File: src/mul_axil_pkg.sv
`default_nettype none

package mul_axil_pkg;

    typedef logic [4:0]  axil_addr_t;  // byte address inside the register window
    typedef logic [31:0] axil_data_t;
    typedef logic [1:0]  axil_resp_t;

    localparam axil_resp_t resp_okay   = 2'b00;
    localparam axil_resp_t resp_slverr = 2'b10;

    localparam axil_addr_t reg_a_lo   = 5'h00;
    localparam axil_addr_t reg_a_hi   = 5'h04;
    localparam axil_addr_t reg_b_lo   = 5'h08;
    localparam axil_addr_t reg_b_hi   = 5'h0C;
    localparam axil_addr_t reg_ctrl   = 5'h10;
    localparam axil_addr_t reg_status = 5'h14;
    localparam axil_addr_t reg_res_lo = 5'h18;
    localparam axil_addr_t reg_res_hi = 5'h1C;

    // command bits of the ctrl register
    localparam int unsigned ctrl_start_bit = 0;
    localparam int unsigned ctrl_flush_bit = 1;

endpackage

`default_nettype wire

File: src/mul_arith_pkg.sv
`default_nettype none

package mul_arith_pkg;

    typedef logic [63:0] operand_t;       // multiplicand or multiplier
    typedef logic [63:0] product_t;       // low 64 bits of the two's-complement product
    typedef logic [31:0] product_half_t;  // one result word as the host reads it
    typedef logic [7:0]  mul_tag_t;

    typedef enum logic [1:0] {
        idle,
        busy,
        done
    } mul_state_t;

    // one add-and-shift step per multiplier bit
    localparam int unsigned mul_steps = 64;

endpackage

`default_nettype wire
File: src/mul_res_if.sv
`default_nettype none

interface mul_res_if import mul_arith_pkg::*; ();

    logic          valid;
    logic          ready;
    product_half_t result_hi;
    product_half_t result_lo;
    mul_tag_t      tag;

    modport source (output valid, input ready, output result_hi, output result_lo, output tag);

    modport sink (input valid, output ready, input result_hi, input result_lo, input tag);

endinterface

`default_nettype wire

File: src/mul_req_if.sv
`default_nettype none

interface mul_req_if import mul_arith_pkg::*; ();

    logic     valid;
    logic     ready;
    operand_t multiplicand;
    operand_t multiplier;
    mul_tag_t tag;

    // the side that offers a request
    modport source (
        output valid,
        input  ready,
        output multiplicand,
        output multiplier,
        output tag
    );

    modport sink (
        input  valid,
        output ready,
        input  multiplicand,
        input  multiplier,
        input  tag
    );

endinterface

`default_nettype wire

File: src/mul_unit_top.sv
`default_nettype none

module mul_unit_top import mul_axil_pkg::*; #(
    parameter int unsigned fifo_depth = 4
) (
    input  logic       clk,
    input  logic       rst,
    input  logic       awvalid,
    output logic       awready,
    input  axil_addr_t awaddr,
    input  logic       wvalid,
    output logic       wready,
    input  axil_data_t wdata,
    output logic       bvalid,
    input  logic       bready,
    output axil_resp_t bresp,
    input  logic       arvalid,
    output logic       arready,
    input  axil_addr_t araddr,
    output logic       rvalid,
    input  logic       rready,
    output axil_data_t rdata,
    output axil_resp_t rresp
);

    logic flush;

    mul_req_if req_in ();   // front end into the queue
    mul_req_if req_out ();  // queue head into the engine
    mul_res_if res ();

    mul_axil_regs mul_axil_regs_i (
        .clk     (clk),
        .rst     (rst),
        .awvalid (awvalid),
        .awready (awready),
        .awaddr  (awaddr),
        .wvalid  (wvalid),
        .wready  (wready),
        .wdata   (wdata),
        .bvalid  (bvalid),
        .bready  (bready),
        .bresp   (bresp),
        .arvalid (arvalid),
        .arready (arready),
        .araddr  (araddr),
        .rvalid  (rvalid),
        .rready  (rready),
        .rdata   (rdata),
        .rresp   (rresp),
        .req     (req_in),
        .res     (res),
        .flush   (flush)
    );

    mul_req_fifo #(
        .fifo_depth (fifo_depth)
    ) mul_req_fifo_i (
        .clk   (clk),
        .rst   (rst),
        .flush (flush),
        .wr    (req_in),
        .rd    (req_out)
    );

    shift_add_mul shift_add_mul_i (
        .clk   (clk),
        .rst   (rst),
        .flush (flush),
        .req   (req_out),
        .res   (res)
    );

endmodule

`default_nettype wire

File: src/shift_add_mul.sv
`default_nettype none

module shift_add_mul import mul_arith_pkg::*; (
    input  logic      clk,
    input  logic      rst,
    input  logic      flush,
    mul_req_if.sink   req,
    mul_res_if.source res
);

    localparam logic [6:0] last_step = 7'(mul_steps - 1);

    mul_state_t state;
    logic [6:0] step;
    operand_t   mcand;
    operand_t   mplier;
    logic       mplier_neg;
    product_t   acc;
    mul_tag_t   tag_q;
    product_t   partial;

    assign req.ready = (state == idle);

    assign res.valid     = (state == done);
    assign res.result_hi = acc[63:32];
    assign res.result_lo = acc[31:0];
    assign res.tag       = tag_q;

    assign partial = mplier[0] ? mcand : '0;

    always_ff @(posedge clk) begin
        if (rst || flush) begin
            state <= idle;
            step  <= '0;
        end else begin
            case (state)
                idle: begin
                    if (req.valid) begin
                        state <= busy;
                        step  <= '0;
                    end
                end
                busy: begin
                    if (step == last_step) begin
                        state <= done;
                    end else begin
                        step <= step + 1'b1;
                    end
                end
                done: if (res.ready) state <= idle;  // held here under back-pressure
                default: state <= idle;
            endcase
        end
    end

    always_ff @(posedge clk) begin
        if (state == idle && req.valid) begin
            mcand      <= req.multiplicand;
            mplier     <= req.multiplier;
            mplier_neg <= req.multiplier[63];
            acc        <= '0;
            tag_q      <= req.tag;
        end else if (state == busy) begin
            // bit 63 of a negative multiplier carries weight -2^63, so the last
            // partial product is subtracted rather than added
            if (step == last_step && mplier_neg) begin
                acc <= acc - partial;
            end else begin
                acc <= acc + partial;
            end
            mcand  <= mcand << 1;
            mplier <= mplier >> 1;
        end
    end

    a_step_in_range: assert property (
        @(posedge clk) disable iff (rst) (state == busy) |-> (step <= last_step)
    );

    // the front end may stall the result, which must not change while it waits
    a_result_held: assert property (
        @(posedge clk) disable iff (rst)
        (res.valid && !res.ready && !flush) |=>
            res.valid && $stable(res.result_hi) && $stable(res.result_lo) && $stable(res.tag)
    );

endmodule

`default_nettype wire

File: src/mul_req_fifo.sv
`default_nettype none

module mul_req_fifo import mul_arith_pkg::*; #(
    parameter int unsigned fifo_depth = 4
) (
    input  logic      clk,
    input  logic      rst,
    input  logic      flush,
    mul_req_if.sink   wr,
    mul_req_if.source rd
);

    localparam int unsigned ptr_w   = $clog2(fifo_depth);
    localparam int unsigned entry_w = 2 * $bits(operand_t) + $bits(mul_tag_t);

    logic [entry_w-1:0] mem [fifo_depth];
    logic [ptr_w-1:0]   wr_ptr;
    logic [ptr_w-1:0]   rd_ptr;
    logic [ptr_w:0]     count;
    logic               push;
    logic               pop;

    assign wr.ready = (count != fifo_depth);
    assign rd.valid = (count != '0);
    assign push     = wr.valid && wr.ready;
    assign pop      = rd.valid && rd.ready;

    assign {rd.multiplicand, rd.multiplier, rd.tag} = mem[rd_ptr];

    always_ff @(posedge clk) begin
        if (push) mem[wr_ptr] <= {wr.multiplicand, wr.multiplier, wr.tag};
    end

    // pointers wrap on their own because the depth is a power of two
    always_ff @(posedge clk) begin
        if (rst || flush) begin
            wr_ptr <= '0;
            rd_ptr <= '0;
            count  <= '0;
        end else begin
            if (push) wr_ptr <= wr_ptr + 1'b1;
            if (pop) rd_ptr <= rd_ptr + 1'b1;
            count <= count + (ptr_w + 1)'(push) - (ptr_w + 1)'(pop);
        end
    end

    // a lone push must grow the queue by one without passing the depth
    a_no_push_full: assert property (
        @(posedge clk) disable iff (rst)
        (push && !pop && !flush) |=> (count == $past(count) + 1'b1) && (count <= fifo_depth)
    );

    a_no_pop_empty: assert property (
        @(posedge clk) disable iff (rst)
        (pop && !push && !flush) |=> ($past(count) != '0) && (count == $past(count) - 1'b1)
    );

endmodule

`default_nettype wire

File: src/mul_axil_regs.sv
`default_nettype none

module mul_axil_regs import mul_axil_pkg::*, mul_arith_pkg::*; (
    input  logic       clk,
    input  logic       rst,
    input  logic       awvalid,
    output logic       awready,
    input  axil_addr_t awaddr,
    input  logic       wvalid,
    output logic       wready,
    input  axil_data_t wdata,
    output logic       bvalid,
    input  logic       bready,
    output axil_resp_t bresp,
    input  logic       arvalid,
    output logic       arready,
    input  axil_addr_t araddr,
    output logic       rvalid,
    input  logic       rready,
    output axil_data_t rdata,
    output axil_resp_t rresp,
    mul_req_if.source  req,
    mul_res_if.sink    res,
    output logic       flush
);

    logic          aw_seen;
    logic          w_seen;
    axil_addr_t    wr_addr;
    axil_data_t    wr_data;
    logic          wr_exec;
    logic          ctrl_wr;
    operand_t      op_a;
    operand_t      op_b;
    mul_tag_t      next_tag;
    logic          slot_full;
    product_half_t slot_hi;
    product_half_t slot_lo;
    mul_tag_t      slot_tag;

    // each channel stays closed until its transaction has been answered
    assign awready = !aw_seen;
    assign wready  = !w_seen;
    assign arready = !rvalid;

    assign wr_exec = aw_seen && w_seen && !bvalid;  // address and data both held, response free
    assign ctrl_wr = wr_exec && (wr_addr == reg_ctrl);

    assign flush            = ctrl_wr && wr_data[ctrl_flush_bit];
    assign req.valid        = ctrl_wr && wr_data[ctrl_start_bit] && !wr_data[ctrl_flush_bit];
    assign req.multiplicand = op_a;
    assign req.multiplier   = op_b;
    assign req.tag          = next_tag;

    assign res.ready = !slot_full;

    always_ff @(posedge clk) begin
        if (rst) begin
            aw_seen <= 1'b0;
            w_seen  <= 1'b0;
            bvalid  <= 1'b0;
        end else if (bvalid && bready) begin
            aw_seen <= 1'b0;
            w_seen  <= 1'b0;
            bvalid  <= 1'b0;
        end else begin
            if (awvalid && awready) aw_seen <= 1'b1;
            if (wvalid && wready) w_seen <= 1'b1;
            if (wr_exec) bvalid <= 1'b1;
        end
    end

    always_ff @(posedge clk) begin
        if (awvalid && awready) wr_addr <= awaddr;
        if (wvalid && wready) wr_data <= wdata;
        if (wr_exec) begin
            bresp <= resp_okay;
            case (wr_addr)
                reg_a_lo: op_a[31:0]  <= wr_data;
                reg_a_hi: op_a[63:32] <= wr_data;
                reg_b_lo: op_b[31:0]  <= wr_data;
                reg_b_hi: op_b[63:32] <= wr_data;
                reg_ctrl: if (req.valid && !req.ready) bresp <= resp_slverr;  // queue is full
                default:  bresp <= resp_slverr;
            endcase
        end
    end

    always_ff @(posedge clk) begin
        if (rst) begin
            next_tag  <= '0;
            slot_full <= 1'b0;
            rvalid    <= 1'b0;
        end else begin
            if (req.valid && req.ready) next_tag <= next_tag + 1'b1;
            if (arvalid && arready) begin
                rvalid <= 1'b1;
                if (araddr == reg_res_hi) slot_full <= 1'b0;  // the high word pops the slot
            end else if (rvalid && rready) begin
                rvalid <= 1'b0;
            end
            // a result arriving only lands in an empty slot, so this never loses data
            if (res.valid && res.ready) slot_full <= 1'b1;
        end
    end

    always_ff @(posedge clk) begin
        if (res.valid && res.ready) begin
            slot_hi  <= res.result_hi;
            slot_lo  <= res.result_lo;
            slot_tag <= res.tag;
        end
        if (arvalid && arready) begin
            rdata <= '0;
            rresp <= resp_okay;
            case (araddr)
                reg_status: begin
                    rdata[0]    <= slot_full;
                    rdata[1]    <= !req.ready;
                    rdata[15:8] <= slot_tag;
                end
                reg_res_hi: rdata <= slot_hi;
                reg_res_lo: rdata <= slot_lo;
                default:    rresp <= resp_slverr;
            endcase
        end
    end

    // a response stays on the bus unchanged until the host takes it
    a_bresp_held: assert property (
        @(posedge clk) disable iff (rst)
        (bvalid && !bready) |=> bvalid && $stable(bresp)
    );

    a_rdata_held: assert property (
        @(posedge clk) disable iff (rst)
        (rvalid && !rready) |=> rvalid && $stable(rdata) && $stable(rresp)
    );

endmodule

`default_nettype wire

File: config.mk
export PLATFORM = sky130hd
export DESIGN_NAME = mul_unit_top
export DESIGN_NICKNAME = d
export VERILOG_FILES = /design/src/mul_axil_pkg.sv /design/src/mul_arith_pkg.sv /design/src/mul_res_if.sv /design/src/mul_req_if.sv /design/src/mul_unit_top.sv /design/src/shift_add_mul.sv /design/src/mul_req_fifo.sv /design/src/mul_axil_regs.sv
export SDC_FILE = /design/constraint.sdc
export NUM_CORES = 1
export LEC_CHECK = 0
export ABC_AREA = 1
export BUFFER_PORTS_ARGS = -buffer_cell sky130_fd_sc_hd__buf_4
export CAP_MARGIN = 25
export CORE_MARGIN = 8
export CORE_UTILIZATION = 55
export CTS_CLUSTER_SIZE = 14
export DETAILED_ROUTE_END_ITERATION = 6
export PLACE_DENSITY = 0.83
export SLEW_MARGIN = 20
export SYNTH_ARGS = -nofsm -noshare
export SYNTH_HDL_FRONTEND = slang
export SYNTH_SLANG_ARGS = --single-unit
File: constraint.sdc
create_clock -name clk -period 7 [get_ports clk]
set_input_delay 0.7 -clock clk [delete_from_list [all_inputs] [get_ports clk]]
set_output_delay 0.7 -clock clk [all_outputs]
set_load 0.005 [all_outputs]
* Word level (Yosys, flattened, before mapping)
Memories as Yosys holds them, arrays and structs flattened. A register that Yosys moved wholly into a read port is not among the register bits.
Index checks and enable logic that the tools add are counted.
** Operators by class
- Eq/ne operators :: 15
- Multipliers :: 0
- Add/subtract/negate cells :: 8
- Divide/modulo/power cells :: 0
- Mux-type cells :: 29
- Shift-type cells :: 0
- Order comparisons :: 0
- Bitwise logic cells :: 0
- Reductions and logical operators :: 42
** Operators by type and width (number)
- 64-bit 2-to-1 mux :: 6
- 64-bit adder :: 1
- 64-bit subtractor :: 1
- 16-bit case mux with 2 select lines :: 1
- 8-bit case mux with 3 select lines :: 1
- 5-bit == test (second input constant) :: 4
- 1-bit logical AND :: 16
- 2-bit 2-to-1 mux :: 7
- 7-bit 2-to-1 mux :: 2
- 7-bit case mux with 2 select lines :: 1
- 2-bit case mux with 3 select lines :: 2
- 6-bit case mux with 2 select lines :: 1
- 5-bit by 4-bit == test with 1-bit output (second input constant) :: 2
- 2-bit AND reduction :: 5
- 2-bit nonzero test :: 5
- 8-bit by 1-bit adder with 8-bit output (second input constant) :: 1
- 7-bit by 1-bit adder with 7-bit output (second input constant) :: 1
- 7-bit by 6-bit == test with 1-bit output (second input constant) :: 1
- 1-bit zero test :: 7
- 1-bit 2-to-1 mux :: 7
- 2-bit != test (second input constant) :: 3
- 3-bit AND reduction :: 2
- 5-bit by 3-bit == test with 1-bit output (second input constant) :: 1
- 5-bit zero test :: 1
- other kinds (14) :: 15
** Storage, ports and cells
- Output and inout port bits :: 41
- Bits in latches :: 0
- Bits in read-only memories :: 0
- Memories :: 1
- Bits in writable memories :: 544
- Bits in registers :: 503
** Memory list
- mul_req_fifo_i.mem :: words 4, bits a word 136, read ports 1, clocked after memory_dff 1, wr ports 1, RTL line mul_req_fifo.sv:16 : logic [entry_w-1:0] mem [fifo_depth];

* Longest topological paths before layout
Gate-level depths: netlist of the first run.
- Depth in word-level cells :: 8
- Depth in mapped cells :: 30
- Depth with buffers taken out :: 30

* Hierarchy
Synthesis of the first run repeated with hierarchy kept, for this count alone.
** Unflattened totals
- Cells, all modules :: 4438
- Area total of the unflattened synthesis :: 46414.5 sq um
** Modules (own cells, without submodules)
- mul_req_fifo :: sequential area each 16515.8 sq um, cells each 1381, area an instance 20503.4 sq um, times used 1
- shift_add_mul :: sequential area each 5575.3 sq um, cells each 2585, area an instance 16538.4 sq um, times used 1
- mul_axil_regs :: sequential area each 8398.1 sq um, cells each 472, area an instance 9372.7 sq um, times used 1

* Least setup slack after synthesis of the first run
OpenSTA, ideal clock, no wires.
- Path type :: register to register
- Start point :: register mul_axil_regs_i.bvalid
- End point :: memory mul_req_fifo_i.mem[0][0] (netlist name), enable pin
- Period minus slack after synthesis :: 7.467 ns
- Path slack :: -0.467 ns
- Data arrival time :: 6.834 ns
- Cell stages (with the launch flop) :: 10
- Required time :: 6.367 ns
- Path buffers :: 0
- Setup time :: 0.633 ns
- Cells stage by stage :: dfxtp_1 -> inv_1 -> nand3_1 -> inv_1 -> nand2_1 -> nor2_1 -> nand3_1 -> nor2_1 -> inv_1 -> nor2_1
** Between the ends
- Cells in the longest elaborated chain, start to end :: 8
** RTL lines
- from (decl) :: RTL line mul_axil_regs.sv:12 : output logic bvalid,
- from (signal assigned) :: RTL line mul_axil_regs.sv:61 : bvalid <= 1'b0;
- from (signal assigned) :: RTL line mul_axil_regs.sv:65 : bvalid <= 1'b0;
- from (signal assigned) :: RTL line mul_axil_regs.sv:69 : if (wr_exec) bvalid <= 1'b1;
- 1-bit zero test :: RTL line mul_axil_regs.sv:46 : assign wr_exec = aw_seen && w_seen && !bvalid;
- 1-bit logical AND :: RTL line mul_axil_regs.sv:46
- named net mul_axil_regs_i.wr_exec :: RTL line mul_axil_regs.sv:31 : logic wr_exec;
- 1-bit logical AND :: RTL line mul_axil_regs.sv:47 : assign ctrl_wr = wr_exec && (wr_addr == reg_ctrl);
- 1-bit logical AND (2 in a row) :: RTL line mul_axil_regs.sv:50 : assign req.valid = ctrl_wr && wr_data[ctrl_start_bit] && !wr_data[ctrl_flush_bit];
- 1-bit logical AND :: RTL line mul_req_fifo.sv:25 : assign push = wr.valid && wr.ready;
- named net mul_req_fifo_i.push :: RTL line mul_req_fifo.sv:20 : logic push;
- 1-bit 2-to-1 mux :: RTL line mul_req_fifo.sv:31 : if (push) mem[wr_ptr] <= {wr.multiplicand, wr.multiplier, wr.tag};
- 1-bit 2-to-1 mux (implied by the code) :: RTL line mul_req_fifo.sv:31
- to (decl) :: RTL line mul_req_fifo.sv:16
The timed path passes the listed nets, and every way through them passes these cells.

* Worst setup path after layout of the first run
- Start point :: register shift_add_mul_i.step[0]
- End point :: register shift_add_mul_i.acc[51]
** Between the ends
- Cells in the longest elaborated chain, start to end :: 3
** RTL lines
- from (decl) :: RTL line shift_add_mul.sv:14 : logic [6:0] step;
- from (signal assigned) :: RTL line shift_add_mul.sv:47 : step <= step + 1'b1;
- 7-bit by 6-bit == test with 1-bit output :: RTL line shift_add_mul.sv:66 : if (step == last_step && mplier_neg) begin
- 1-bit logical AND :: RTL line shift_add_mul.sv:66
- 64-bit 2-to-1 mux :: RTL line shift_add_mul.sv:66
- to (signal assigned) :: RTL line shift_add_mul.sv:67 : acc <= acc - partial;
- to (signal assigned) :: RTL line shift_add_mul.sv:69 : acc <= acc + partial;
- to (decl) :: RTL line shift_add_mul.sv:18 : product_t acc;
Every way passes these cells.
A chain may end at the register's enable or synchronous reset.

==> metrics.txt, run 1 <==
status=complete, no violations; initial core utilization=0.5531; clk slew on worst S/H paths=70 ps; clk_lat worst skew=710 ps; critical hold path startpoint=wdata[9]; First-pass DRT Iterations=6; Hold Fails Final Rpt=0; Tmin final=5068 ps; final setup TNS=0 ps; RR Startpoint=shift_add_mul_i.step[0]; PwrDens=440.5 nW/um^2; largest net degree at the start of global routing=137; Max Cap Viol=0; routed wire length=127.1 mm; Max Root-Sink Buffers=3; Yosys cell types=45; Rows=106; die area=93280 sq um; NumNets Final=4651; Peak VDD IR=0.3946 mV; share of the clock period used by the worst path=0.7240; Main synth FF type=edfxtp_1; asr flop ratio synth=0; H-tree levels=3; DPL Wire Length=81.73 mm; first-pass GRT wire length=189.6 mm; # IOs=90; core footprint=83290 sq um; highest clock rate=slightly below 200 MHz; Avg Synthesized Cell Area=10.32 sq um; Synth-to-Final Area Change=10.95%; Crit. Startpoint=shift_add_mul_i.step[0]; Leakage=between 20 and 25 nW; Critical Path AT=5620 ps; setup violators final=0; Synth Instances=4464; clock root buffer=clkbuf_16; I/O Buffers=87; dpl ws=2273 ps; Max Slew Vio Count=0; TritonCTS clock tree=yes; Yosys top cell area share=0.6205; Num CTS Buffers=slightly below 100; Hold Crit Class=input port to flip-flop; Synth area leader=edfxtp_1; crit path setup slack, layout=between 1500 and 2000 ps; mapped cell area=~46000 sq um; commonest cells after routing, fill and taps aside=edfxtp_1 (952), nor2_1 (865), nand2_1 (813); Clock Sinks=1047; number of global-route vias before repair=between 30000 and 40000; number of synthesized flops with an enable pin=952; largest fanout on the critical path=52; detailed router's first-iteration violation count=approximately 3700; initial antenna violation count=4; die height=305.4 microns; vias per cell=5.805; slew at the pin closest to its max-slew limit=1044 ps; # hold bufs at CTS=0; GRT overflow=0; synth top area cells=edfxtp_1 (62%), nor2_1 (7.1%), nand2_1 (6.6%); post-layout util=0.6137; register area share after synthesis=0.6618; Setup CP Type=flip-flop to flip-flop; layout cells sized above 1=0.06989; routed len/inst=22.35 microns; Yosys warnings=0; Die Wd=305.4 microns; DRC=0; Slew HR=0.3040; RSZ-0062 raised after global routing=false; gr usage total=0.2640; CP Capture Type=flip-flop; Critical Path Source Type=flip-flop; worst hold slack=175.9 ps; most common cell after layout, fill and taps aside=edfxtp_1; Yosys reg bits=1047; GP Congestion=roughly 1.0; WP data required=7550 ps; DR vias=33020; Antenna Nets Post-Route=0; post-CTS setup buffer count=0; Total Power=0.02252 W; cts repair resizes=0; Layout Skew=70.05 ps
==> area by class of cell <==
type	instances	area (sq um)
well taps	1080	1351
flip-flops and latches	1047	30500
repair buffers	125	1033
fillers	6320	32180
diodes	1	2.502
clock buffers	123	2556
inverters	493	1858
clock inverters	56	638.1
multi-input cells	2763	13180
==> worst paths after layout <==
kind	to	slack [ps]	depth (start not counted)
max	shift_add_mul_i.acc[51]	1930	21
min	mul_axil_regs_i.wr_data[9]	180	1
max reg2reg	shift_add_mul_i.acc[51]	1930	21
min reg2reg	mul_axil_regs_i.slot_tag[7]	410	0
==> sequential cells by signal (all words and copies together) (netlist names), 5 cells and up, named ones only <==
name / flops
mul_axil_regs_i.rdata: 32
mul_axil_regs_i.req.multiplier: 64
mul_req_fifo_i.mem: 544
mul_axil_regs_i.slot_tag: 8
mul_axil_regs_i.wr_data: 32
shift_add_mul_i.step: 7
mul_axil_regs_i.wr_addr: 5
mul_axil_regs_i.slot_hi: 32
shift_add_mul_i.mcand: 64
mul_axil_regs_i.req.tag: 8
shift_add_mul_i.res.tag: 8
mul_axil_regs_i.req.multiplicand: 64
shift_add_mul_i.mplier: 64
mul_axil_regs_i.slot_lo: 32
shift_add_mul_i.acc: 64
==> through the flow <==
stage | instances | instance area [sq um]
2_1_floorplan | 4465 | 46070
3_3_place_gp | 5506 | 47870
3_5_place_dp | 5506 | 47870
4_1_cts | 5685 | 51060
5_1_grt | 5687 | 51110
6_report | 5688 | 51110
==> per-layer routing <==
layer,track usage,share of wire,vias up
li1,-,-,15140
met4,0.1309,0.055,6
met2,0.4445,0.49,1822
met5,0,0.00031,-
met1,0.3341,0.37,15680
met3,0.03996,0.085,362
==> power by group <==
part / total (W) / internal [W] / switching [W]
clock network: 0.00530 / 0.00292 / 0.00238
logic: 0.00855 / 0.00242 / 0.00613
registers: 0.00867 / 0.00800 / 0.000666
==> synthesized netlist by cell type, types with 11 or more instances <==
cell type and n:
edfxtp_1 952, nor2_1 873, nand2_1 814, inv_1 486, o21ai_0 366, nand3_1 151, a31oi_1 126, clkbuf_1 124
a21oi_1 98, dfxtp_1 95, ha_1 72, xor2_1 53, nor3_1 31, o21bai_1 31, xnor2_1 27, buf_1 24
a22o_1 22, nand4_1 18, or2_2 11
==> critical path, stage by stage, from the launching register on <==
cell	delay [ps]
dfxtp_1	380
ha_1	220
nand3_1	140
nor3_1	300
nand2_1	130
buf_4	320
inv_1	690
o21ai_0	350
xnor2_1	310
inv_1	70
ha_1	410
nand2_1	140
nor2_1	170
inv_1	110
nor2_1	260
a21oi_1	150
nor2_1	280
nor2_1	120
nand3_1	100
nand3_1	140
nand2_1	90
inv_1	30
==> cell families (layout without fill, tap and decap cells) <==
logic type	after synthesis	count (layout)	synth area share
other cells	1	3	0.00008140
buf+inv	655	797	0.05427
xor+xnor	80	80	0.01521
flops	1047	1047	0.6618
fa+ha+maj	74	74	0.02042
simple gates	1935	1935	0.1670
compound gates	672	672	0.08115
Note: power is estimated with default switching activity, not from simulation.
==> run 2: changes to the inputs <==
- clock period: 7 -> 4.05 ns (I/O delays scaled with it)
==> metrics.txt, run 2 (same netlist as run 1, synthesis figures left out) <==
status=complete, but fails checks; failing checks=design-rule violations; PwrDens=767.9 nW/um^2 (+74%); Hold Fails Final Rpt=0 (unchanged); fillers=6000 (-5.1%); gr usage total=0.2870 (+0.02298); largest net degree at the start of global routing=148 (+8.0%); setup violators final=0 (unchanged); worst hold slack=35.96 ps (-139.9 ps); highest clock rate=257.8 MHz (+31%); RSZ-0062 raised after global routing=true; GRT overflow=0 (unchanged); DRC=2 (+2); clk slew on worst S/H paths=60 ps (about the same); layout cells sized above 1=0.1421 (+0.07218); Antenna Nets Post-Route=0 (unchanged); die area=93280 sq um (unchanged); initial core utilization=0.5531 (unchanged); DR vias=34850 (+5.5%); NumNets Final=4978 (+7.0%); Peak VDD IR=0.8143 mV (+110%); Critical Path AT=4470 ps (-1150 ps); Leakage=21.89 nW (+7.9%); H-tree levels=3 (unchanged); clock root buffer=clkbuf_16; Rows=106 (unchanged); routed len/inst=23.10 microns (+3.4%); routed wire length=138.8 mm (+9.2%); Hold Crit Class=input port to flip-flop; number of global-route vias before repair=34060 (+6.0%); largest register by flop count=mul_req_fifo_i.mem; post-layout util=0.6492 (+0.03548); commonest cells after routing, fill and taps aside=edfxtp_1 (952), nor2_1 (833), nand2_1 (787); slew at the pin closest to its max-slew limit=1003 ps (-40.96 ps); CP dominant cell by count=nand2_1; Max Slew Vio Count=0 (unchanged); I/O Buffers=87 (unchanged); Clock Sinks=1047 (unchanged); Num CTS Buffers=97 (-1.0%); share of the clock period used by the worst path=0.9578 (+0.2338); largest fanout on the critical path=5 (-90%); Max Root-Sink Buffers=3 (unchanged); most common cell after layout, fill and taps aside=edfxtp_1; first-pass GRT wire length=204.6 mm (+7.9%); CP Capture Type=flip-flop; First-pass DRT Iterations=7 (+1); clk_lat worst skew=710 ps (about the same); # IOs=90 (unchanged); Layout Skew=77.08 ps (+7.036 ps); Slowest Stage Delay on Critical Path=490 ps (-200 ps); core footprint=83290 sq um (unchanged); Die Wd=305.4 microns (unchanged); Synth-to-Final Area Change=17.37%; Slowest cell on crit path=edfxtp_1; detailed router's first-iteration violation count=4214 (+14%); Max Cap Viol=0 (unchanged); WP data required=4640 ps (-2910 ps); Largest register FFs=544 (unchanged); Setup CP Type=flip-flop to flip-flop; Critical Path Source Type=flip-flop; Slew HR=0.3314 (+0.02731); initial antenna violation count=2 (-2); vias per cell=5.799 (about the same); GP Congestion=0.9959 (-4.5%); TritonCTS clock tree=yes; Tmin final=3879 ps (-1189 ps); die height=305.4 microns (unchanged); DPL Wire Length=88.06 mm (+7.7%)
[run 2: changes by cell type in the layout (fill, tap and decap cells not counted), moves of 7 or more]
cell           before  now
buf_4             118  390
ha_2                0    7
a21oi_1            98   83
buf_12              6   19
nand3_1           151  144
dlygate4sd3_1       0   39
nand2_2             6   32
a21oi_2             3   18
nand2_1           813  787
ha_1               72   58
nor2_2             11   38
nor2_1            865  833
nand3_2             0    7
ha_4                0    7
[run 2: critical path, delay by kind of cell (launching register included)]
kind / cells / cell delay [ps]
buffers and inverters: 5 / 430
DFF: 1 / 490
and+or+nand+nor: 22 / 2370
adders and majority gates: 2 / 490
[run 2: where the power goes]
part           internal (W)  leakage (nW)  total (W)  switching (W)
logic               0.00624          11.0     0.0176         0.0113
clock network       0.00474          1.44    0.00887        0.00413
registers            0.0138          9.50     0.0151        0.00125
total                0.0248          21.9     0.0415         0.0167
[run 2: worst paths after layout]
check                                                 from                     endpoint  slack, ps  cells after the start
worst max register to register   shift_add_mul_i.mplier[0]      shift_add_mul_i.acc[54]        170                     29
worst min register to register  shift_add_mul_i.res.tag[6]  mul_axil_regs_i.slot_tag[6]        430                      0
worst max-delay path             shift_add_mul_i.mplier[0]      shift_add_mul_i.acc[54]        170                     29
worst min-delay path                               arvalid       mul_axil_regs_i.rvalid         40                      4
[run 2: stage by stage]
step / setup TNS, ps / instance area (sq um) / cells / setup slack, ps / power (W)
global route: -820.3 / 54060 / 6007 / -120.2 / 0.04354
finish: 0 / 54070 / 6009 / 170.9 / 0.04152
detailed placement: -291.9 / 50170 / 5788 / -218.8 / 0.03171
global placement: -697.5 / 50170 / 5788 / -253.4 / 0.03136
floorplan: -626100 / 46080 / 4465 / -1151 / 0.02464
CTS: 0 / 53540 / 5998 / 0.8473 / 0.04053
[run 2: routing by layer]
metal,vias up,global-route usage,part of all wire
met1,16380,0.3461,0.35
li1,15810,-,-
met4,4,0.1515,0.061
met2,2203,0.4952,0.49
met3,450,0.04708,0.093
met5,-,0,0.00016
[run 2: cell type report]
cell class	count	area [sq um]	area share
timing repair buffer	453	3787	0.07005
antenna	2	5.005	0.00009256
multi-input combinational	2763	13600	0.2515
clock inverter	43	366.6	0.006780
sequential	1047	30500	0.5640
inverter	493	1858	0.03436
clock buffer	128	2606	0.04820
tap	1080	1351	0.02499
[run 2: timing repair]
item                       4_1_cts  5_1_grt
hold buffers                    39        0
hold endpoints to repair        43        0
gates cloned                     0        0
resized for setup                2      112
setup endpoints to repair        2       38
pin swaps                        0       10
buffers inserted                 0        7
